==> config.mk <==
export PLATFORM = sky130hd
export DESIGN_NAME = retire_packer
export DESIGN_NICKNAME = d
export VERILOG_FILES = /design/src/common/rvvi_trace_pkg.sv /design/src/verilog/retire_packer.sv
export SDC_FILE = /design/constraint.sdc
export NUM_CORES = 1
export LEC_CHECK = 0
export BUFFER_PORTS_ARGS = -buffer_cell sky130_fd_sc_hd__buf_2
export CAP_MARGIN = 20
export CORE_AREA = 2 2 363 365
export CTS_BUF_LIST = sky130_fd_sc_hd__clkbuf_4
export CTS_CLUSTER_DIAMETER = 30
export CTS_CLUSTER_SIZE = 12
export DETAILED_ROUTE_END_ITERATION = 10
export DIE_AREA = 0 0 365 367
export PLACE_DENSITY_LB_ADDON = 0.2
export SYNTH_ARGS = -nofsm -noshare
export SYNTH_HDL_FRONTEND = slang
export SYNTH_SLANG_ARGS = --single-unit
==> constraint.sdc <==
create_clock -name rvvi -period 0.8 [get_ports rvvi]
set_input_delay 0.12 -clock rvvi [delete_from_list [all_inputs] [get_ports rvvi]]
set_output_delay 0.12 -clock rvvi [all_outputs]
set_load 0.05 [all_outputs]
==> src/common/rvvi_trace_pkg.sv <==
// RVVI trace bridge shared definitions
package rvvi_trace_pkg;

    ////////////////////
    // Widths and counts
    localparam int XLEN        = 32;
    localparam int ORDER_W     = 64;
    localparam int NUM_GPR     = 32;
    localparam int GPR_ADDR_W  = 5;
    localparam int CSR_ADDR_W  = 12;
    localparam int NUM_TRK_CSR = 7;

    ////////////////////
    // Tracked CSR addresses
    localparam logic [CSR_ADDR_W-1:0] CSR_MSTATUS_ADDR  = 12'h300;
    localparam logic [CSR_ADDR_W-1:0] CSR_MIE_ADDR      = 12'h304;
    localparam logic [CSR_ADDR_W-1:0] CSR_MTVEC_ADDR    = 12'h305;
    localparam logic [CSR_ADDR_W-1:0] CSR_MSCRATCH_ADDR = 12'h340;
    localparam logic [CSR_ADDR_W-1:0] CSR_MEPC_ADDR     = 12'h341;
    localparam logic [CSR_ADDR_W-1:0] CSR_MCAUSE_ADDR   = 12'h342;
    localparam logic [CSR_ADDR_W-1:0] CSR_MTVAL_ADDR    = 12'h343;

    // Slot of each CSR in the packed value bus and in the flag mask
    typedef enum logic [2:0] {
        CSR_IDX_MSTATUS  = 3'd0,
        CSR_IDX_MIE      = 3'd1,
        CSR_IDX_MTVEC    = 3'd2,
        CSR_IDX_MSCRATCH = 3'd3,
        CSR_IDX_MEPC     = 3'd4,
        CSR_IDX_MCAUSE   = 3'd5,
        CSR_IDX_MTVAL    = 3'd6
    } csr_idx_e;

    // Address per slot, slot 0 in the low word
    localparam logic [NUM_TRK_CSR-1:0][CSR_ADDR_W-1:0] CSR_ADDR_TABLE = {
        CSR_MTVAL_ADDR, CSR_MCAUSE_ADDR, CSR_MEPC_ADDR, CSR_MSCRATCH_ADDR,
        CSR_MTVEC_ADDR, CSR_MIE_ADDR, CSR_MSTATUS_ADDR
    };

    // Slots flagged by write decode, the rest by value change
    localparam logic [NUM_TRK_CSR-1:0] CSR_WR_DECODE_MASK =
        (NUM_TRK_CSR'(1) << CSR_IDX_MTVEC) |
        (NUM_TRK_CSR'(1) << CSR_IDX_MSCRATCH) |
        (NUM_TRK_CSR'(1) << CSR_IDX_MTVAL);

    // Core CSR operation codes
    typedef enum logic [1:0] {
        CSR_OP_READ  = 2'd0,
        CSR_OP_WRITE = 2'd1,
        CSR_OP_SET   = 2'd2,
        CSR_OP_CLEAR = 2'd3
    } csr_op_e;

    ////////////////////
    // Architectural field positions
    localparam int MSTATUS_TW_BIT   = 21;
    localparam int MSTATUS_MPRV_BIT = 17;
    localparam int MSTATUS_MPP_LSB  = 11;
    localparam int MSTATUS_MPIE_BIT = 7;
    localparam int MSTATUS_MIE_BIT  = 3;

    // 15 fast lines start at bit 16
    localparam int MIE_FAST_LSB  = 16;
    localparam int MIE_EXT_BIT   = 11;
    localparam int MIE_TIMER_BIT = 7;
    localparam int MIE_SW_BIT    = 3;

    localparam int MCAUSE_IRQ_BIT = 31;
    localparam int MCAUSE_CODE_W  = 5;

    // Raw field widths on the core side
    localparam int MSTATUS_RAW_W = 6;
    localparam int MIE_RAW_W     = 18;
    localparam int MCAUSE_RAW_W  = 6;

endpackage
==> src/verilog/retire_packer.sv <==
// Retirement trace record register
module retire_packer (
    input  logic                                   rvvi,
    input  logic                                   rst_n_i,
    input  logic                                   rvfi_valid_i,
    input  logic [rvvi_trace_pkg::ORDER_W-1:0]     rvfi_order_i,
    input  logic [rvvi_trace_pkg::XLEN-1:0]        rvfi_insn_i,
    input  logic                                   rvfi_trap_i,
    input  logic                                   rvfi_intr_i,
    input  logic [rvvi_trace_pkg::XLEN-1:0]        rvfi_pc_rdata_i,
    input  logic [rvvi_trace_pkg::XLEN-1:0]        rvfi_pc_wdata_i,
    input  logic [rvvi_trace_pkg::NUM_GPR-1:0]     gpr_wb_mask_i,
    input  logic [rvvi_trace_pkg::XLEN-1:0]        gpr_wb_data_i,
    input  logic [rvvi_trace_pkg::NUM_TRK_CSR-1:0][rvvi_trace_pkg::XLEN-1:0] csr_value_i,
    input  logic [rvvi_trace_pkg::NUM_TRK_CSR-1:0] csr_wb_flags_i,
    output logic                                   trace_valid_o,
    output logic [rvvi_trace_pkg::ORDER_W-1:0]     trace_order_o,
    output logic [rvvi_trace_pkg::XLEN-1:0]        trace_insn_o,
    output logic                                   trace_trap_o,
    output logic                                   trace_intr_o,
    output logic [rvvi_trace_pkg::XLEN-1:0]        trace_pc_rdata_o,
    output logic [rvvi_trace_pkg::XLEN-1:0]        trace_pc_wdata_o,
    output logic [rvvi_trace_pkg::NUM_GPR-1:0]     trace_x_wb_o,
    output logic [rvvi_trace_pkg::XLEN-1:0]        trace_x_wdata_o,
    output logic [rvvi_trace_pkg::NUM_TRK_CSR-1:0][rvvi_trace_pkg::XLEN-1:0] trace_csr_o,
    output logic [rvvi_trace_pkg::NUM_TRK_CSR-1:0] trace_csr_wb_o
);

    ////////////////////
    // Control part
    // valid and both masks live for one cycle per retirement
    always_ff @(posedge rvvi or negedge rst_n_i) begin
        if (!rst_n_i) begin
            trace_valid_o  <= 1'b0;
            trace_x_wb_o   <= '0;
            trace_csr_wb_o <= '0;
        end else begin
            trace_valid_o  <= rvfi_valid_i;
            trace_x_wb_o   <= rvfi_valid_i ? gpr_wb_mask_i : '0;
            trace_csr_wb_o <= rvfi_valid_i ? csr_wb_flags_i : '0;
        end
    end

    ////////////////////
    // Payload part
    // Captured on retirement, held otherwise
    always_ff @(posedge rvvi) begin
        if (rvfi_valid_i) begin
            trace_order_o    <= rvfi_order_i;
            trace_insn_o     <= rvfi_insn_i;
            trace_trap_o     <= rvfi_trap_i;
            trace_intr_o     <= rvfi_intr_i;
            trace_pc_rdata_o <= rvfi_pc_rdata_i;
            trace_pc_wdata_o <= rvfi_pc_wdata_i;
            trace_x_wdata_o  <= gpr_wb_data_i;
            trace_csr_o      <= csr_value_i;
        end
    end

    // Back-to-back records only from back-to-back retirements
    a_valid_b2b : assert property (
        @(posedge rvvi) disable iff (!rst_n_i)
        (trace_valid_o && $past(trace_valid_o)) |->
            ($past(rvfi_valid_i) && $past(rvfi_valid_i, 2))
    ) else $error("trace_valid_o repeated without a retirement");

endmodule

==> results of run 1 <==
-- metrics by stage --
step | TNS [ps] | util [%] | hold slack [ps]
floorplan | 0 | - | -175.6
global placement | -73910 | 16.48 | 117.4
detailed placement | -76820 | 16.48 | 119.1
-- cell usage after synthesis --
cell,count
sky130_fd_sc_hd__edfxtp_1,418
sky130_fd_sc_hd__buf_6,2
sky130_fd_sc_hd__and2_1,39
sky130_fd_sc_hd__clkbuf_2,2
sky130_fd_sc_hd__dfrtp_1,40
-- logic make-up after synthesis --
group | Yosys count | synth area share (%)
simple gates | 39 | 1.764
flops | 458 | 98.00
buf+inv | 4 | 0.2352
==> out/qor.yml, run 1 <==
run_status:
  outcome: "stopped before the end"
  flow.stopped_at: "clock tree synthesis (4_1_cts)"
  toolErrorMsg: "[ERROR RSZ-0060] Max buffer count reached."
synth:
  syn-num-nets: 961
  synth-seq-area-share_pct: 98.00
  synth_top_cells_by_area: "sky130_fd_sc_hd__edfxtp_1 (91%), sky130_fd_sc_hd__dfrtp_1 (7.2%), sky130_fd_sc_hd__and2_1 (1.8%), sky130_fd_sc_hd__buf_6 (0.16%), sky130_fd_sc_hd__clkbuf_2 (0.072%)"
  ys_types: 5
  cell_taking_the_most_area_after_synthesis: "sky130_fd_sc_hd__edfxtp_1"
  synth_warnings: 0
  avgSynthCellArea_um2: 27.60
  synthCells: 501
  combined_area_of_all_synthesized_cells_um2: 13830
  synth_top_area_share_pct: 90.76
  yosys_register_bits: 458
die:
  placement_rows: 133
  boundaryPins: 918
  dieWidth_um: 365
  floorplan.initialDensity_pct: 10.60
  dieHeight_um: 367
clocking:
  number_of_hold_repair_buffers_added_at_the_cts_stage: 688
  clock_sinks: 458
  cts.root.buffer_cell: "sky130_fd_sc_hd__clkbuf_4"
  cts_resized: 864
  cts-buffers-inserted: 116
  cts_setup_buffers: 0
  clk_path_buf_depth: 3
  cts_htree_levels: 3
placed_design:
  portBuffers: 917
  dpl_worst_slack_ps: -263.8
  place_congestion: 0.9317
  total_placed_instance_area_um2: 21500
  dpl.cell_count: 3218
  post-dp-hpwl_um: 47550
==> run 2, diff against run 1 <==
CORE_AREA = 2 2 357 359   (was 2 2 363 365)
CTS_BUF_LIST = default   (was sky130_fd_sc_hd__clkbuf_4)
CTS_CLUSTER_DIAMETER = default   (was 30)
CTS_CLUSTER_SIZE = default   (was 12)
DIE_AREA = 0 0 359 361   (was 0 0 365 367)
PLACE_DENSITY_LB_ADDON = 0.15   (was 0.2)
==> out/qor.yml, run 2 <==
synth:
  cell_taking_the_most_area_after_synthesis: "sky130_fd_sc_hd__edfxtp_1"
  yosys_register_bits: 458
  synth_top_cells_by_area: "sky130_fd_sc_hd__edfxtp_1 (91%), sky130_fd_sc_hd__dfrtp_1 (7.2%), sky130_fd_sc_hd__and2_1 (1.8%), sky130_fd_sc_hd__buf_6 (0.16%), sky130_fd_sc_hd__clkbuf_2 (0.072%)"
  synthCells: 501
  ys_types: 5
  synth-main-ff-cell: "sky130_fd_sc_hd__edfxtp_1"
  synth_warnings: 0
  post-synth-top-count-cell: "sky130_fd_sc_hd__edfxtp_1"
  combined_area_of_all_synthesized_cells_um2: 13830
  syn-num-nets: 961
  post_synth_most_frequent_cells: "sky130_fd_sc_hd__edfxtp_1 (418), sky130_fd_sc_hd__dfrtp_1 (40), sky130_fd_sc_hd__and2_1 (39), sky130_fd_sc_hd__buf_6 (2), sky130_fd_sc_hd__clkbuf_2 (2)"
  synth_top_area_share_pct: 90.76
  synth-seq-area-share_pct: 98.00
  avgSynthCellArea_um2: 27.60
  number_of_enable_flip_flop_cells_after_synthesis: 418
  async_flop_share_pct: 8.734
layout:
  postLayoutCoreUtil_pct: 24.30
  finalNetCount: 2439
  most-common-layout-cells: "sky130_fd_sc_hd__dlygate4sd3_1 (461), sky130_fd_sc_hd__buf_2 (458), sky130_fd_sc_hd__buf_6 (436)"
  layout_commonest_cell: "sky130_fd_sc_hd__dlygate4sd3_1"
  top_register: "trace_csr_o"
  largestRegisters: "trace_csr_o x224, trace_order_o x64"
  drive_above_1_share_pct: 51.28
  largest_register_ff_count: 224
  area.growth.synth_to_final_pct: 120.3
grt:
  globalRouteOverflowTotal: 0
  initial_antenna_violation_count: 15
  overall_global_routing_resource_usage_pct: 9.289
  grt_pass1_wl_um: 86860
  maximum_number_of_pins_on_one_net_before_global_route_repair: 37
  grt.met1_usage_pct: 9.449
  grt_util_met3_pct: 3.092
  first_global_vias: 12420
  grt_util_met2_pct: 17.63
  grt-busiest-layer: "met2"
clocking:
  clk_pin_slew_ps: 60
  cts.root.buffer_cell: "sky130_fd_sc_hd__clkbuf_16"
  cts_tree: "built"
  cts_setup_buffers: 0
  clk_path_buf_depth: 3
  cts-buffers-inserted: 57
  clock_sinks: 458
  cts_htree_levels: 2
placed_design:
  post-dp-hpwl_um: 49140
  portBuffers: 917
  place_congestion: 0.8132
timing:
  slew_at_the_pin_closest_to_its_max_slew_limit_ps: 381.8
  setup_repair_after_global_routing_missed_its_margin: "yes"
  post-route-worst-setup-slack_ps: -680.8
  timing.final.crit_period_ps: 1481
  timing.setup.tns_ps: -222070
  relSlewSlack_pct: 74.50
  max_clock_freq_ghz: 0.6753
  final_min_period_over_clock_period_pct: 185.1
  report.final.hold_viol_count: 0
  setup_viol: 459
  finalMaxSlewViolations: 0
die:
  floorplan.initialDensity_pct: 11.03
  boundaryPins: 918
  dieWidth_um: 359
  placeableCoreArea_um2: 125400
  placement_rows: 130
  dieHeight_um: 361
  design.die.area_um2: 129600
worst_setup_path:
  cp.depth: 1
  critical_path.startpoint_type: "flip-flop"
  critical_path.slowest_cell: "sky130_fd_sc_hd__edfxtp_1"
  cp_data_arrival_time_ps: 1360
  worstPathBufferInverterCount: 1
  timing.critical_path.to_type: "output port"
  kind_of_critical_path: "reg2out"
  crit_path_max_incr_delay_ps: 530
  critical_path.top_delay_family: "flip-flops"
  crit_required_ps: 680
  crit_chain: "buf_12"
  cp_max_fo: 1
power:
  cellPowerDensity_nw_per_um2: 2258
  fraction_of_power_consumed_by_the_clock_network_pct: 36.0
  switching_share_pct: 28.90
  switching_power_w: 0.01988
  vdd.ir_drop.worst_uv: 1363
  leakagePower_nw: 12.46
  internal_power_w: 0.04892
  total_power_w: 0.06880
  power.share.sequential_pct: 42.4
  power_frac_comb_pct: 21.6
min_path:
  hold_class: "in2reg"
  hold_path_depth: 3
run_status:
  outcome: "finished, violations left"
  failed_checks: "setup timing"
job:
  maxCapViolCount: 0
routing:
  route.final.wire_length_um: 63280
  antenna_left: 0
  routed_wire_length_per_instance_um: 17.20
  drc: 0
  dr.first_iter.drc_count: 506
  total_number_of_vias: 10890
  drt-pass1-iter-count: 5
  vias_per_cell: 2.960
## run 2: per-layer routing
| metal | wire length, µm | vias up |
|---|---|---|
| met5 | 85 | - |
| met4 | 1727 | 14 |
| met3 | 4728 | 96 |
| met2 | 34760 | 501 |
| met1 | 21980 | 5335 |
| li1 | - | 4947 |
## run 2: cells by family (layout without fill, tap and decap cells)
family / count (synthesis) / count (layout) / synth area share [%]
buf+inv: 4 / 1529 / 0.2352
other cells: 0 / 4 / 0
flops: 458 / 458 / 98.00
simple gates: 39 / 39 / 1.764
## run 2: worst paths after layout
path | slack, ps | to | startpoint
max | -680 | trace_csr_o[189] | trace_csr_o[189]$_DFFE_PP_
min | 50 | trace_csr_o[149]$_DFFE_PP_ | rvfi_valid_i
max in group asynchronous | 70 | trace_x_wb_o[2]$_DFF_PN0_ | rst_n_i
min in group asynchronous | 550 | trace_csr_wb_o[5]$_DFF_PN0_ | rst_n_i
## run 2: repair_timing
| action | 4_1_cts | 5_1_grt |
|---|---|---|
| resized for setup | 869 | 4 |
| pin swaps | 0 | 0 |
| hold buffers | 462 | 1 |
| endpoints found under the hold margin | 518 | 1 |
| cloned | 0 | 1 |
| setup endpoints to repair | 458 | 698 |
## run 2: area by class of cell
type                       count  area (µm²)
clock inverter                22       188.9
multi-input combinational     39       244.0
timing repair buffer        1423       12810
sequential                   458       13550
fill                       13160       94940
antenna                        4       10.01
tap                         1650        2064
clock buffer                  84        1599
## run 2: metrics by stage
stage	std cells	hold slack [ps]	setup slack, ps	area [µm²]
6_report	3680	47.97	-680.8	30470
2_1_floorplan	501	-175.6	79.40	13830
3_5_place_dp	3107	115.2	-258.6	21290
4_1_cts	3675	5.044	-755.6	30420
5_1_grt	3678	23.14	-758.8	30460
3_3_place_gp	3107	116.0	-249.6	21290
## run 2: worst min-delay path, stage by stage
cell,delay [ps]
sky130_fd_sc_hd__buf_8,80
sky130_fd_sc_hd__buf_12,180
sky130_fd_sc_hd__buf_4,160
## run 2: power groups by stage
stage               sequential [W]  combinational (W)  clock, W
global route                0.0294             0.0154    0.0268
finish                      0.0292             0.0149    0.0248
CTS                         0.0292             0.0150    0.0260
global placement            0.0292             0.0111         0
detailed placement          0.0292             0.0111         0
floorplan                   0.0356          0.0000905         0
No activity file was read; power rests on OpenSTA's default activity.
==> run 3, diff against run 2 <==
ABC_AREA = 1   (was default)
==> out/qor.yml, run 3 <==
routing:
  routed_wire_length_per_instance_um: 17.04
  drt-pass1-iter-count: 5
  total_number_of_vias: 10980
  drc: 0
  route.final.wire_length_um: 63510
  dr.first_iter.drc_count: 467
  vias_per_cell: 2.944
  antenna_left: 0
synth:
  synthCells: 540
  synth_top_family_by_area: "buffers and inverters"
  post-synth-top-count-cell: "sky130_fd_sc_hd__edfxtp_1"
  yosys.area_share.simple_pct: 1.055
  combined_area_of_all_synthesized_cells_um2: 13870
  synth-main-ff-cell: "sky130_fd_sc_hd__edfxtp_1"
  cell_taking_the_most_area_after_synthesis: "sky130_fd_sc_hd__edfxtp_1"
  yosys_register_bits: 458
  async_flop_share_pct: 8.734
  ys_types: 7
  synth_top_area_share_pct: 90.47
  avgSynthCellArea_um2: 25.69
  post_synth_most_frequent_cells: "sky130_fd_sc_hd__edfxtp_1 (418), sky130_fd_sc_hd__dfrtp_1 (40), sky130_fd_sc_hd__inv_1 (39), sky130_fd_sc_hd__nand2_1 (39), sky130_fd_sc_hd__buf_2 (2)"
  multiplexer_share_of_the_synthesized_area_pct: 0
  synth_compound_area_share_pct: 0
  synth_warnings: 0
  synth_top_cells_by_area: "sky130_fd_sc_hd__edfxtp_1 (90%), sky130_fd_sc_hd__dfrtp_1 (7.2%), sky130_fd_sc_hd__inv_1 (1.1%), sky130_fd_sc_hd__nand2_1 (1.1%), sky130_fd_sc_hd__buf_6 (0.081%)"
  synth-seq-area-share_pct: 97.68
  number_of_enable_flip_flop_cells_after_synthesis: 418
  synth_xor_xnor_area_share_pct: 0
  synth-adder-area-share_pct: 0
  syn-num-nets: 1000
power:
  vdd.ir_drop.worst_uv: 1576
  cellPowerDensity_nw_per_um2: 2263
  leakagePower_nw: 12.86
clocking:
  cts_setup_buffers: 0
  clk_path_buf_depth: 3
  cts_tree: "built"
  cts.root.buffer_cell: "sky130_fd_sc_hd__clkbuf_16"
  cts-buffers-inserted: 56
  clock_sinks: 458
  cts_htree_levels: 2
  clk_pin_slew_ps: 60
layout:
  top_register: "trace_csr_o"
  area.growth.synth_to_final_pct: 122.1
  layoutNonFillerInstCount: 3728
  finalNetCount: 2488
  most-common-layout-cells: "sky130_fd_sc_hd__dlygate4sd3_1 (464), sky130_fd_sc_hd__buf_2 (458), sky130_fd_sc_hd__buf_6 (419)"
  largestRegisters: "trace_csr_o x224, trace_order_o x64"
  drive_above_1_share_pct: 50.43
  postLayoutCoreUtil_pct: 24.57
  largest_register_ff_count: 224
  layout_commonest_cell: "sky130_fd_sc_hd__dlygate4sd3_1"
worst_setup_path:
  crit_chain: "buf_12"
  critical_path.top_delay_family: "flip-flops"
  timing.critical_path.to_type: "output port"
  critical_path.slowest_cell: "sky130_fd_sc_hd__edfxtp_1"
  crit_path_max_incr_delay_ps: 510
  worstPathBufferInverterCount: 1
  kind_of_critical_path: "reg2out"
  cp_data_arrival_time_ps: 1360
  crit_required_ps: 680
  cp_max_fo: 1
  critical_path.startpoint_type: "flip-flop"
grt:
  grt_pass1_wl_um: 88610
  maximum_number_of_pins_on_one_net_before_global_route_repair: 45
  overall_global_routing_resource_usage_pct: 9.454
  globalRouteOverflowTotal: 0
  initial_antenna_violation_count: 6
  first_global_vias: 12660
run_status:
  outcome: "finished, violations left"
  failed_checks: "setup timing"
placed_design:
  portBuffers: 917
  place_congestion: 0.7917
  post-dp-hpwl_um: 50040
  dpl.cell_count: 3155
die:
  boundaryPins: 918
  placement_rows: 130
  dieHeight_um: 361
  dieWidth_um: 359
  design.die.area_um2: 129600
  placeableCoreArea_um2: 125400
  floorplan.initialDensity_pct: 11.06
timing:
  post-route-worst-setup-slack_ps: -675.3
  slew_at_the_pin_closest_to_its_max_slew_limit_ps: 366.2
  setup_repair_after_global_routing_missed_its_margin: "yes"
  setup_viol: 489
  report.final.hold_viol_count: 0
  final_min_period_over_clock_period_pct: 184.4
  timing.final.crit_period_ps: 1475
  relSlewSlack_pct: 75.59
  max_clock_freq_ghz: 0.6778
  finalMaxSlewViolations: 0
job:
  maxCapViolCount: 0
min_path:
  hold_class: "in2reg"
-- run 3: cell types whose count changed in the layout (fill, tap and decap cells not counted), moves of 3 or more --
cell	before	now
sky130_fd_sc_hd__and2_1	39	0
sky130_fd_sc_hd__buf_12	36	56
sky130_fd_sc_hd__buf_4	29	35
sky130_fd_sc_hd__buf_6	436	419
sky130_fd_sc_hd__clkbuf_1	21	18
sky130_fd_sc_hd__clkinv_2	9	4
sky130_fd_sc_hd__dlygate4sd3_1	461	464
sky130_fd_sc_hd__inv_1	0	39
sky130_fd_sc_hd__nand2_1	0	39
-- run 3: metrics by stage --
step | hold slack (ps) | area, µm² | setup TNS [ps] | setup WS [ps] | power [W]
global route | 95.25 | 30810 | -265650 | -775.7 | 0.07248
detailed placement | 91.13 | 21710 | -101010 | -293.4 | 0.04080
floorplan | -175.6 | 13870 | 0 | 79.40 | 0.03572
global placement | 88.64 | 21710 | -100000 | -295.3 | 0.04083
finish | 94.32 | 30820 | -230800 | -675.3 | 0.06973
CTS | 107.9 | 30780 | -494060 | -790.4 | 0.07119
-- run 3: worst paths after layout --
check                                           start                         end  slack [ps]  cells after the start
min in group asynchronous                     rst_n_i  trace_x_wb_o[16]$_DFF_PN0_         540                      4
max                        trace_csr_o[120]$_DFFE_PP_            trace_csr_o[120]        -680                      1
min                                      rvfi_valid_i  trace_order_o[3]$_DFFE_PP_          90                      3
max in group asynchronous                     rst_n_i  trace_x_wb_o[17]$_DFF_PN0_          70                      4
-- run 3: logic make-up after synthesis --
| group | after synthesis |
|---|---|
| DFF | 458 |
| buffers and inverters | 43 |
| and+or+nand+nor | 39 |
-- run 3: where the power goes --
part | leakage (nW) | switching [W] | internal [W] | total [W]
registers | 4.61 | 0.00104 | 0.0282 | 0.0293
logic | 7.37 | 0.00894 | 0.00614 | 0.0151
clock network | 0.889 | 0.0101 | 0.0153 | 0.0254
total | 12.9 | 0.0201 | 0.0497 | 0.0697
-- run 3: layer usage --
metal  vias to the layer above  GRT usage [%]  routed length, µm
li1                       5046              -                  -
met4                         4          3.599               2188
met3                        97          3.917               5755
met1                      5285          9.437              22050
met2                       545          17.40              33490
met5                         -              0                 23
-- run 3: cell type report --
type,instances,area [µm²]
Tap cell,1650,2064
Sequential cell,458,13550
Multi-Input combinational cell,39,146.4
Fill cell,13140,94590
Clock inverter,23,249.0
Inverter,39,146.4
Clock buffer,81,1588
Antenna cell,4,10.01
Timing Repair Buffer,1434,13060
-- run 3: what timing repair did --
action / in CTS / in global routing
hold buffers: 462 / 4
pin swaps: 0 / 0
hold endpoints to repair: 523 / 21
endpoints found under the setup margin: 458 / 935
gates resized for setup: 834 / 4
