===== config.mk =====
export PLATFORM = sky130hd
export DESIGN_NAME = csr_wb_track
export DESIGN_NICKNAME = d
export VERILOG_FILES = /design/src/common/rvvi_trace_pkg.sv /design/src/csr/csr_wb_track.sv
export SDC_FILE = /design/constraint.sdc
export NUM_CORES = 1
export LEC_CHECK = 0
export CAP_MARGIN = 25
export CORE_UTILIZATION = 31
export DETAILED_ROUTE_END_ITERATION = 8
export DONT_BUFFER_PORTS = 1
export GPL_ROUTABILITY_DRIVEN = 0
export GPL_TIMING_DRIVEN = 0
export PLACE_DENSITY_LB_ADDON = 0.08
export SKIP_LAST_GASP = 1
export SYNTH_ARGS = -nofsm -noshare
export SYNTH_HDL_FRONTEND = slang
export SYNTH_SLANG_ARGS = --single-unit

===== constraint.sdc =====
create_clock -name rvvi -period 2 [get_ports rvvi]
set_input_delay 0.2 -clock rvvi [delete_from_list [all_inputs] [get_ports rvvi]]
set_output_delay 0.2 -clock rvvi [all_outputs]
set_load 0.05 [all_outputs]

===== src/common/rvvi_trace_pkg.sv =====
// RVVI trace bridge shared definitions
package rvvi_trace_pkg;

    ////////////////////
    // Widths and counts
    localparam int XLEN        = 32;
    localparam int ORDER_W     = 64;
    localparam int NUM_GPR     = 32;
    localparam int GPR_ADDR_W  = 5;
    localparam int CSR_ADDR_W  = 12;
    localparam int NUM_TRK_CSR = 7;

    ////////////////////
    // Tracked CSR addresses
    localparam logic [CSR_ADDR_W-1:0] CSR_MSTATUS_ADDR  = 12'h300;
    localparam logic [CSR_ADDR_W-1:0] CSR_MIE_ADDR      = 12'h304;
    localparam logic [CSR_ADDR_W-1:0] CSR_MTVEC_ADDR    = 12'h305;
    localparam logic [CSR_ADDR_W-1:0] CSR_MSCRATCH_ADDR = 12'h340;
    localparam logic [CSR_ADDR_W-1:0] CSR_MEPC_ADDR     = 12'h341;
    localparam logic [CSR_ADDR_W-1:0] CSR_MCAUSE_ADDR   = 12'h342;
    localparam logic [CSR_ADDR_W-1:0] CSR_MTVAL_ADDR    = 12'h343;

    // Slot of each CSR in the packed value bus and in the flag mask
    typedef enum logic [2:0] {
        CSR_IDX_MSTATUS  = 3'd0,
        CSR_IDX_MIE      = 3'd1,
        CSR_IDX_MTVEC    = 3'd2,
        CSR_IDX_MSCRATCH = 3'd3,
        CSR_IDX_MEPC     = 3'd4,
        CSR_IDX_MCAUSE   = 3'd5,
        CSR_IDX_MTVAL    = 3'd6
    } csr_idx_e;

    // Address per slot, slot 0 in the low word
    localparam logic [NUM_TRK_CSR-1:0][CSR_ADDR_W-1:0] CSR_ADDR_TABLE = {
        CSR_MTVAL_ADDR, CSR_MCAUSE_ADDR, CSR_MEPC_ADDR, CSR_MSCRATCH_ADDR,
        CSR_MTVEC_ADDR, CSR_MIE_ADDR, CSR_MSTATUS_ADDR
    };

    // Slots flagged by write decode, the rest by value change
    localparam logic [NUM_TRK_CSR-1:0] CSR_WR_DECODE_MASK =
        (NUM_TRK_CSR'(1) << CSR_IDX_MTVEC) |
        (NUM_TRK_CSR'(1) << CSR_IDX_MSCRATCH) |
        (NUM_TRK_CSR'(1) << CSR_IDX_MTVAL);

    // Core CSR operation codes
    typedef enum logic [1:0] {
        CSR_OP_READ  = 2'd0,
        CSR_OP_WRITE = 2'd1,
        CSR_OP_SET   = 2'd2,
        CSR_OP_CLEAR = 2'd3
    } csr_op_e;

    ////////////////////
    // Architectural field positions
    localparam int MSTATUS_TW_BIT   = 21;
    localparam int MSTATUS_MPRV_BIT = 17;
    localparam int MSTATUS_MPP_LSB  = 11;
    localparam int MSTATUS_MPIE_BIT = 7;
    localparam int MSTATUS_MIE_BIT  = 3;

    // 15 fast lines start at bit 16
    localparam int MIE_FAST_LSB  = 16;
    localparam int MIE_EXT_BIT   = 11;
    localparam int MIE_TIMER_BIT = 7;
    localparam int MIE_SW_BIT    = 3;

    localparam int MCAUSE_IRQ_BIT = 31;
    localparam int MCAUSE_CODE_W  = 5;

    // Raw field widths on the core side
    localparam int MSTATUS_RAW_W = 6;
    localparam int MIE_RAW_W     = 18;
    localparam int MCAUSE_RAW_W  = 6;

endpackage

===== src/csr/csr_wb_track.sv =====
// CSR update flag tracker
module csr_wb_track (
    input  logic                                     rvvi,
    input  logic                                     rst_n_i,
    input  logic                                     rvfi_valid_i,
    input  logic                                     csr_access_i,
    input  logic                                     csr_op_en_i,
    input  logic [$bits(rvvi_trace_pkg::csr_op_e)-1:0] csr_op_i,
    input  logic [rvvi_trace_pkg::CSR_ADDR_W-1:0]    csr_addr_i,
    input  logic [rvvi_trace_pkg::NUM_TRK_CSR-1:0][rvvi_trace_pkg::XLEN-1:0] csr_value_i,
    output logic [rvvi_trace_pkg::NUM_TRK_CSR-1:0]   csr_wb_flags_o
);

    // Any modifying access this cycle
    logic                                    csr_wr;
    // Per-slot address match on a modifying access
    logic [rvvi_trace_pkg::NUM_TRK_CSR-1:0]  wr_hit;
    // Per-slot value change against last cycle
    logic [rvvi_trace_pkg::NUM_TRK_CSR-1:0]  value_chg;
    // Update event, source picked per slot
    logic [rvvi_trace_pkg::NUM_TRK_CSR-1:0]  csr_event;
    // Updates seen since the last record
    logic [rvvi_trace_pkg::NUM_TRK_CSR-1:0]  pending_q;
    logic [rvvi_trace_pkg::NUM_TRK_CSR-1:0][rvvi_trace_pkg::XLEN-1:0] prev_value_q;

    ////////////////////
    // Event detection
    assign csr_wr = csr_access_i && csr_op_en_i &&
                    (csr_op_i != rvvi_trace_pkg::CSR_OP_READ);

    always_comb begin
        for (int i = 0; i < rvvi_trace_pkg::NUM_TRK_CSR; i++) begin
            wr_hit[i]    = csr_wr && (csr_addr_i == rvvi_trace_pkg::CSR_ADDR_TABLE[i]);
            value_chg[i] = (csr_value_i[i] != prev_value_q[i]);
        end
    end

    // Write decode for mtvec, mscratch, mtval
    // value compare for the others
    assign csr_event = (wr_hit & rvvi_trace_pkg::CSR_WR_DECODE_MASK) |
                       (value_chg & ~rvvi_trace_pkg::CSR_WR_DECODE_MASK);

    // Reported flags include this cycle's events
    assign csr_wb_flags_o = pending_q | csr_event;

    ////////////////////
    // State
    always_ff @(posedge rvvi or negedge rst_n_i) begin
        if (!rst_n_i) begin
            prev_value_q <= '0;
        end else begin
            prev_value_q <= csr_value_i;
        end
    end

    always_ff @(posedge rvvi or negedge rst_n_i) begin
        if (!rst_n_i) begin
            pending_q <= '0;
        end else if (rvfi_valid_i) begin
            // Flags handed to the record, start over
            pending_q <= '0;
        end else begin
            pending_q <= pending_q | csr_event;
        end
    end

    // Quiet retirement leaves nothing pending for the next record
    a_pending_clear_after_retire : assert property (
        @(posedge rvvi) disable iff (!rst_n_i)
        (rvfi_valid_i && (csr_event == '0)) |=> (pending_q == '0)
    ) else $error("pending CSR flags survived a retirement");

endmodule


==> results.cfg, run 1 <==
[outcome]
outcome = stopped before the end
lastStage = clock tree synthesis
stop_error = [ERROR RSZ-0060] Max buffer count reached.

[yosys]
netlist_area_sq_um = 4920
synthCells = 328
ys_types = 17
synth_top_area_share_pct = 68.7
synth.area.top_cells = dfrtp_1 (69%), xnor2_1 (22%), nand4_1 (3.6%), nand3_1 (0.81%), nor3_1 (0.81%)
synth_area_leader_cell = dfrtp_1
ys_warn_count = 0
postSynthAreaPerCell_sq_um = 15.0
syn_nets = 571
synth_seq_area_share_pct = 68.7
ys_ff_latch = 135

[die]
dieHeight_um = 128
initial_core_util_pct = 32.0
dieWidth_um = 128
io_pins = 250
std_cell_rows = 45

[cts]
cts.sinks = 135
clock-root-buffer = clkbuf_16
cts_made_buffers = 17
cts_setup_buffers = 0
cts_max_level = 4
clock_path_buffers = 2
cts_resized = 16
hold_buffers = 115

[place]
dp_hpwl_um = 6450
placed_area_sq_um = 5180
io_buffers = 0
[cells by family after synthesis]
| kind of cell | count (synthesis) | share of synthesized area (%) |
|---|---|---|
| AO/OA/AOI/OAI | 8 | 1.32 |
| XOR/XNOR | 128 | 22.8 |
| flip-flops | 135 | 68.7 |
| AND/OR/NAND/NOR | 57 | 7.20 |
[synthesized netlist by cell type]
cell type and number:
dfrtp_1 135, nor2b_1 2, xor2_1 4, nor4b_2 1, nand3_1 8, a31oi_1 4, and4bb_2 1, and2b_1 3
a41o_1 1, nor4_1 4, xnor2_1 124, nor3_1 8, nor3b_1 1, nand4_1 28, o2111a_2 1, a31o_2 2
nor2_1 1
[through the flow]
step | utilization (%) | hold WS, ps | std cells | setup WS, ps
after detailed placement | 33.7 | -91.5 | 539 | 95.5
after global placement | 33.7 | -92.2 | 539 | 125
after floorplan | - | -95.6 | 328 | 428
==> run 2: changes to the inputs <==
Settings changed: CORE_UTILIZATION 31 to 20, PLACE_DENSITY_LB_ADDON 0.08 to 0.15.
==> run 2 against run 1 <==
Against the previous run: synthesized area unchanged; synthesized cell count unchanged; the flow now finishes, with violations (negative hold slack).
==> results.cfg, run 2 <==
[routing]
routed_wl_um = 11800
vias = 3004
drcViolationCount = 0
drt_iter0_markers = 111
vias_per_cell = 3.69
firstDrtPassIters = 4
wl_per_cell_um = 14.5
drtAntennaViolNets = 0

[sta]
setup_viol_count_final = 0
worst_slack_ps = 28.7
rsz0062_at_grt = true
worst_clock_skew_ps = 5.52
fmax_mhz = 507
slew-limit-headroom_pct = 65.7
fin_crit_sh_pct = 98.6
hold_viol = 135
tns_ps = 0
finalCriticalPeriod_ps = 1970
hold_ws_ps = -513
tightest_slew_ps = 515
drv_slew = 0

[final_layout]
syn_to_final_growth_pct = 50.5
fin_cells = 814
final_cell_mix = dfrtp_1 (135), dlygate4sd3_1 (129), xnor2_1 (120)
final_common_cell = dfrtp_1
regMostFlops = prev_value_q
layout-drive-gt1-share_pct = 11.0
diodes = 0
fin_nets = 720
fillerInstances = 2461
largest_register_ffs = 128
largest_registers = prev_value_q: 128 flops, pending_q: 7 flops

[power]
comb_power_share_pct = 7.6
power.static_leakage_nw = 2.87
p_sw_share_pct = 20.7
p_clk_share_pct = 48.4
p_per_area_nw_per_um2 = 900
sequentialPowerShare_pct = 44.0
p_switching_mw = 1.38
vdd_drop_max_mv = 0.387
p_int_mw = 5.28

[yosys]
synth_compound_area_share_pct = 1.32
synth_top_family_by_area = XOR/XNOR gates
synth_area_leader_cell = dfrtp_1
synthSimpleGateAreaFrac_pct = 7.20
ys_ff_latch = 135
netlist_area_sq_um = 4920
synthArstFlopShare_pct = 100
synthCells = 328
ys_warn_count = 0
synth.most_common_cell = dfrtp_1
synthAdderAreaFrac_pct = 0
synth_ff_type = dfrtp_1
ys_types = 17
synth_mux_area_share_pct = 0
synthTopCellsByCount = dfrtp_1 (135), xnor2_1 (124), nand4_1 (28)
synth_edf_count = 0
synth_top_area_share_pct = 68.7
synth_xor_area_share_pct = 22.8
postSynthAreaPerCell_sq_um = 15.0
synth_seq_area_share_pct = 68.7
synth.area.top_cells = dfrtp_1 (69%), xnor2_1 (22%), nand4_1 (3.6%), nand3_1 (0.81%), nor3_1 (0.81%)
syn_nets = 571

[critical_path]
cp_max_fo = 2
endpoint_kind = primary output
cp.arrival_ps = 1770
crit_type = flop to primary output
start_kind = flop
worstPathRequired_ps = 1800
r2r_setup_slack_ps = 600

[outcome]
outcome = finished, violations left
violations = negative hold slack

[global_routing]
use_met2_pct = 16.5
grt_use_met1_pct = 12.0
antenna_found_initial = 0
grt_max_degree = 136
grt_overflow_total = 0
grt_util_all_layers_pct = 10.1
busiest_layer = met2
grt_pass1_wl_um = 19400
met3_usage_pct = 4.15
grt_pass1_vias = 3647

[die]
initial_core_util_pct = 20.3
design.die.area_sq_um = 25200
dieHeight_um = 159
dieWidth_um = 159
io_pins = 250
std_cell_rows = 57
core_area_sq_um = 24200

[cts]
cts_max_level = 4
clock-root-buffer = clkbuf_16
cts.sinks = 135
cts_made_buffers = 17
clk_latency_ps = 410
hold_buffers = 129
clock_path_buffers = 2
clk_pin_slew_ps = 60
cts_tree = yes

[job]
cap_violations = 0

[place]
placed_cells = 652
place_ws_ps = -393
dp_hpwl_um = 7470
io_buffers = 0

[hold_path]
hp-class = input pin to async pin
run 2: layer usage:
metal	vias to the layer above	part of all wire (%)	wire (um)
li1	1409	-	-
met1	1501	42	4960
met2	87	50	5870
met3	7	6.8	802
met4	0	1.1	126
met5	-	0	0
run 2: final timing paths:
path	startpoint	cells after the start	end
max	prev_value_q[26]	4	csr_wb_flags_o[0]
min	rst_n_i	0	prev_value_q[8]
max reg2reg	prev_value_q[26]	4	pending_q[0]
min reg2reg	pending_q[5]	2	pending_q[5]
max in group asynchronous	rst_n_i	0	prev_value_q[147]
min in group rvvi	csr_value_i[170]	4	pending_q[5]
run 2: power by group through the flow:
stage / logic [mW] / registers, mW / clock network, mW
after floorplan: 0.249 / 2.97 / 0
after global placement: 0.277 / 2.97 / 0
after detailed placement: 0.279 / 2.98 / 0
after CTS: 0.512 / 2.93 / 3.36
after global routing: 0.557 / 2.94 / 3.48
final: 0.509 / 2.93 / 3.22
run 2: logic make-up (layout without fill, tap and decap cells):
group                     count (synthesis)  count (layout)
AOI/OAI and AO/OA                         8               8
xor gates and xnor gates                128             128
buffers and inverters                     0             162
DFF                                     135             135
and+or+nand+nor                          57              57
run 2: stage by stage:
stage	util (%)	area (sq um)	power [mW]
2_1_floorplan	-	4920	3.22
3_3_place_gp	22.0	5320	3.25
3_5_place_dp	22.0	5320	3.26
4_1_cts	30.3	7350	6.80
5_1_grt	30.5	7400	6.98
6_report	30.5	7400	6.66
run 2: final cells by class:
type                       count  area, sq um  share of cell area (%)
multi-input combinational    193         1720                    23.3
tap                          324          405                    5.47
timing repair buffer         130         1300                    17.5
clock buffer                  23          478                    6.45
sequential                   135         3380                    45.6
clock inverter                 9          123                    1.66
run 2: worst max-delay path, stage by stage (launching register included):
cell     delay (ps)
dfrtp_1         370
xnor2_1         160
nand4_1         160
nor4_4          440
nand3_4         230
run 2: repair_timing:
action / in CTS / in global routing
pin swaps: 11 / 32
endpoints found under the setup margin: 4 / 4
endpoints found under the hold margin: 270 / 135
setup buffers: 1 / 0
resized for setup: 19 / 9
No activity file was read; power rests on OpenSTA's default activity.
==> run 3: changes to the inputs <==
Settings changed: CORE_MARGIN set to 2.
Clock period 2 ns to 2.2 ns, I/O delays scaled along.
==> run 3 against run 2 <==
Against the previous run: the run still ends with negative hold slack left; count of clock-buffer cells in the layout stayed put; critical path depth is the same; flip-flop and latch count unchanged; final cell count fell by 0.25%; setup slack improved by 130 ps; hold slack better by 20 ps; sequential share of layout area grew 0.65 points; clock skew increased by 2.6 ps; non-clock buffer count down 1; wire length grew 1.6%; utilization shrank 0.43 points; largest cell class unchanged; largest power group unchanged.
==> results.cfg, run 3 (synthesis gave the netlist of run 2 again) <==
[critical_path]
crit_type = flop to primary output
worstPathRequired_ps = 1980
reg2reg_from = prev_value_q[63]
cp_max_fo = 2
endpoint_kind = primary output
cp.arrival_ps = 1820
r2r_setup_slack_ps = 770
start_kind = flop
r2r_cells = 4
rr_endpoint = pending_q[1]

[final_layout]
largest_registers = prev_value_q: 128 flops, pending_q: 7 flops
fin_cells = 812
final_cell_mix = dfrtp_1 (135), dlygate4sd3_1 (129), xnor2_1 (124)
layout-drive-gt1-share_pct = 8.40
regMostFlops = prev_value_q
final_common_cell = dfrtp_1
diodes = 0
largest_register_ffs = 128
syn_to_final_growth_pct = 48.4
fin_nets = 719

[place]
dp_hpwl_um = 7600
io_buffers = 0
placed_cells = 652

[power]
sequentialPowerShare_pct = 44.9
p_per_area_nw_per_um2 = 811
p_switching_mw = 1.24
vdd_drop_max_mv = 0.397
comb_power_share_pct = 7.7
p_sw_share_pct = 20.9
p_int_mw = 4.68
p_clk_share_pct = 47.3
power.static_leakage_nw = 2.80

[die]
std_cell_rows = 57
io_pins = 250
dieHeight_um = 161
design.die.area_sq_um = 25900
dieWidth_um = 161
initial_core_util_pct = 20.3
core_area_sq_um = 24200

[cts]
cts_max_level = 4
clk_latency_ps = 410
cts.sinks = 135
cts_made_buffers = 17
clk_pin_slew_ps = 60
cts_tree = yes
clock-root-buffer = clkbuf_16
clock_path_buffers = 2
hold_buffers = 129

[sta]
finalCriticalPeriod_ps = 2040
slew-limit-headroom_pct = 60.1
drv_slew = 0
hold_viol = 135
tns_ps = 0
tightest_slew_ps = 599
fin_crit_sh_pct = 92.6
rsz0062_at_grt = true
worst_clock_skew_ps = 8.10
setup_viol_count_final = 0
hold_ws_ps = -493
fmax_mhz = 491

[routing]
drtAntennaViolNets = 0
routed_wl_um = 11900
vias = 3006
firstDrtPassIters = 4
drt_iter0_markers = 86
drcViolationCount = 0
vias_per_cell = 3.70
wl_per_cell_um = 14.7

[global_routing]
grt_use_met1_pct = 11.5
grt_max_degree = 136
use_met2_pct = 16.3
grt_pass1_wl_um = 19300
grt_overflow_total = 0
busiest_layer = met2
grt_pass1_vias = 3620
met3_usage_pct = 4.00
grt_util_all_layers_pct = 9.81
antenna_found_initial = 0

[outcome]
outcome = finished, violations left
violations = negative hold slack

[hold_path]
hp-class = input pin to async pin

[job]
cap_violations = 0
[run 3: cell types whose count changed in the layout (fill, tap and decap cells not counted), sizes merged]
cell / before / now
clkinvlp: 1 / 3
clkinv: 5 / 3
buf: 1 / 0
bufinv: 3 / 2
[run 3: metal layers]
metal	share of wire, %	vias up	wire length, um
li1	-	1406	-
met1	42	1502	5000
met2	50	89	5960
met3	7.0	9	842
met4	1.2	0	138
met5	0	-	0
[run 3: per-stage QoR]
step | hold WS, ps | utilization (%) | instance area (sq um) | setup slack, ps | power (mW)
after floorplan | -75.6 | - | 4920 | 608 | 2.92
after global placement | -72.5 | 22.0 | 5320 | 128 | 2.96
after detailed placement | -72.5 | 22.0 | 5320 | 127 | 2.96
after CTS | -523 | 29.9 | 7240 | -21.3 | 6.05
after global routing | -535 | 30.1 | 7300 | -25.8 | 6.23
final | -493 | 30.1 | 7300 | 163 | 5.92
[run 3: worst max path at each step]
stage                     cells after the start         startpoint                end
after floorplan                               4   prev_value_q[21]  csr_wb_flags_o[0]
after global placement                        4  prev_value_q[168]  csr_wb_flags_o[5]
after detailed placement                      4  prev_value_q[168]  csr_wb_flags_o[5]
after CTS                                     4  prev_value_q[168]  csr_wb_flags_o[5]
after global routing                          4  prev_value_q[168]  csr_wb_flags_o[5]
final                                         4   prev_value_q[63]  csr_wb_flags_o[1]
[run 3: power groups by stage]
stage               sequential (mW)  combinational (mW)  clock [mW]
floorplan                      2.70               0.226           0
global placement               2.70               0.253           0
detailed placement             2.71               0.254           0
CTS                            2.66               0.457        2.93
global route                   2.67               0.498        3.06
finish                         2.66               0.457        2.80
[run 3: what timing repair did]
item / 4_1_cts / 5_1_grt
endpoints found under the setup margin: 4 / 4
pin swaps: 1 / 0
buffers inserted: 0 / 0
hold endpoints to repair: 270 / 135
resized for setup: 9 / 7
gates cloned: 0 / 0
[run 3: worst max-delay path: stages (launching register included)]
cell and delay, ps:
dfrtp_1 370, xnor2_1 160, nand4_1 120, nor3_1 490, nand3_4 260
[run 3: layout make-up]
class	count	area, sq um
clock inverters	8	97.6
fillers	2494	16900
clock buffers	23	478
flip-flops and latches	135	3380
well taps	324	405
repair buffers	129	1290
multi-input cells	193	1650
==> run 4: changes to the inputs <==
Settings changed: PLACE_DENSITY set to 0.31, PLACE_DENSITY_LB_ADDON 0.15 to unset.
==> run 4 against run 3 <==
Against the previous run: the run still ends with negative hold slack left; clock power up 23%; clock skew about the same; count of clock-buffer cells in the layout down 5; die area unchanged; final cell count up 0.25%; hold slack worse by 3.1 ps; sequential share of layout area down 0.81 points; setup slack better by 4.3 ps; critical path type unchanged; largest cell class unchanged; largest power group unchanged; highest routed layer unchanged.
==> results.cfg, run 4 (synthesis gave the netlist of run 2 again) <==
[power]
p_per_area_nw_per_um2 = 884
power.static_leakage_nw = 2.86
vdd_drop_max_mv = 0.388

[routing]
drcViolationCount = 0
vias_per_cell = 3.72
firstDrtPassIters = 4
drtAntennaViolNets = 0
drt_iter0_markers = 93
routed_wl_um = 12300
vias = 3029
wl_per_cell_um = 15.1

[final_layout]
layout-drive-gt1-share_pct = 9.39
diodes = 0
design_area_sq_um = 7430
largest_register_ffs = 128
syn_to_final_growth_pct = 51.1
final_cell_mix = dfrtp_1 (135), dlygate4sd3_1 (129), xnor2_1 (124)
largest_registers = prev_value_q: 128 flops, pending_q: 7 flops
fillerInstances = 2509
regMostFlops = prev_value_q
final_common_cell = dfrtp_1
fin_nets = 720

[hold_path]
hp-class = input pin to async pin

[sta]
setup_viol_count_final = 0
tightest_slew_ps = 577
slew-limit-headroom_pct = 61.4
drv_slew = 0
fin_crit_sh_pct = 92.4
rsz0062_at_grt = false
worst_slack_ps = 167
fmax_mhz = 492
hold_ws_ps = -496
finalCriticalPeriod_ps = 2030
hold_viol = 135
worst_clock_skew_ps = 8.23

[critical_path]
start_kind = flop
reg2reg_from = prev_value_q[50]
r2r_cells = 4
startpoint = prev_value_q[50]
worstPathRequired_ps = 1980
crit_type = flop to primary output
cp.arrival_ps = 1810
endpoint_kind = primary output
r2r_setup_slack_ps = 770
crit_path_end = csr_wb_flags_o[1]
cp_max_fo = 2
rr_endpoint = pending_q[1]

[die]
initial_core_util_pct = 20.3
io_pins = 250
dieHeight_um = 161
core_area_sq_um = 24200
design.die.area_sq_um = 25900
dieWidth_um = 161
std_cell_rows = 57

[place]
placed_area_sq_um = 5320
dp_hpwl_um = 7550
place_ws_ps = -6.86
io_buffers = 0

[cts]
cts_tree = yes
cts_made_buffers = 17
hold_buffers = 129
cts.sinks = 135
cts_max_level = 4
clock-root-buffer = clkbuf_16
clk_pin_slew_ps = 60
clk_latency_ps = 410
clock_path_buffers = 2

[global_routing]
antenna_found_initial = 0
grt_pass1_vias = 3604
grt_util_all_layers_pct = 10.3
grt_overflow_total = 0
grt_max_degree = 136
grt_pass1_wl_um = 20100

[job]
cap_violations = 0

[outcome]
violations = negative hold slack
outcome = finished, violations left
-- run 4: changes by cell type in the layout (fill, tap and decap cells not counted), moves of 2 or more --
cell	previous run	this run
clkinv_4	0	3
clkbuf_8	3	1
inv_6	0	3
bufinv_16	2	7
clkinvlp_4	3	0
clkbuf_1	3	0
clkinv_2	3	1
-- run 4: layer usage --
metal	vias up	global-route usage [%]	wire length, um
met1	1507	12.6	5300
met4	0	3.29	144
li1	1409	-	-
met5	-	0	0
met3	12	4.31	928
met2	101	16.3	5960
-- run 4: layout make-up --
cell class | instances | area (sq um) | share of cell area, %
Sequential cell | 135 | 3380 | 45.5
Multi-Input combinational cell | 193 | 1640 | 22.1
Timing Repair Buffer | 130 | 1300 | 17.5
Clock buffer | 18 | 439 | 5.91
Tap cell | 324 | 405 | 5.46
Clock inverter | 14 | 268 | 3.60
-- run 4: critical path: stages, from the launching register on --
cell	delay, ps
dfrtp_1	370
xnor2_1	170
nand4_1	140
nor4_2	470
nand3_4	250
-- run 4: worst min path at each step --
stage               slack [ps]  depth (start not counted)     from                to
global route              -540                          0  rst_n_i  prev_value_q[50]
global placement           -70                          0  rst_n_i  prev_value_q[38]
floorplan                  -80                          0  rst_n_i      pending_q[0]
finish                    -500                          0  rst_n_i  prev_value_q[50]
CTS                       -530                          0  rst_n_i  prev_value_q[40]
detailed placement         -70                          0  rst_n_i  prev_value_q[38]
-- run 4: what timing repair did --
item                                    CTS  global route
pin swaps                                 1             2
setup buffers                             0             1
endpoints found under the setup margin    4             4
resized for setup                        10             5
hold endpoints to repair                270           135
-- run 4: through the flow --
stage / std cells / TNS, ps / power (mW) / util (%)
after floorplan: 328 / 0 / 2.92 / -
after global placement: 652 / -3.11 / 2.96 / 22.0
after detailed placement: 652 / -6.86 / 2.96 / 22.0
after CTS: 813 / -96.8 / 6.71 / 30.4
after global routing: 814 / 0 / 6.87 / 30.6
final: 814 / 0 / 6.57 / 30.6
-- run 4: power breakdown --
group          switching (mW)  internal, mW  total (mW)
clock                    1.17          2.29        3.45
sequential             0.0543          2.61        2.66
combinational           0.129         0.325       0.454
total                    1.35          5.22        6.57
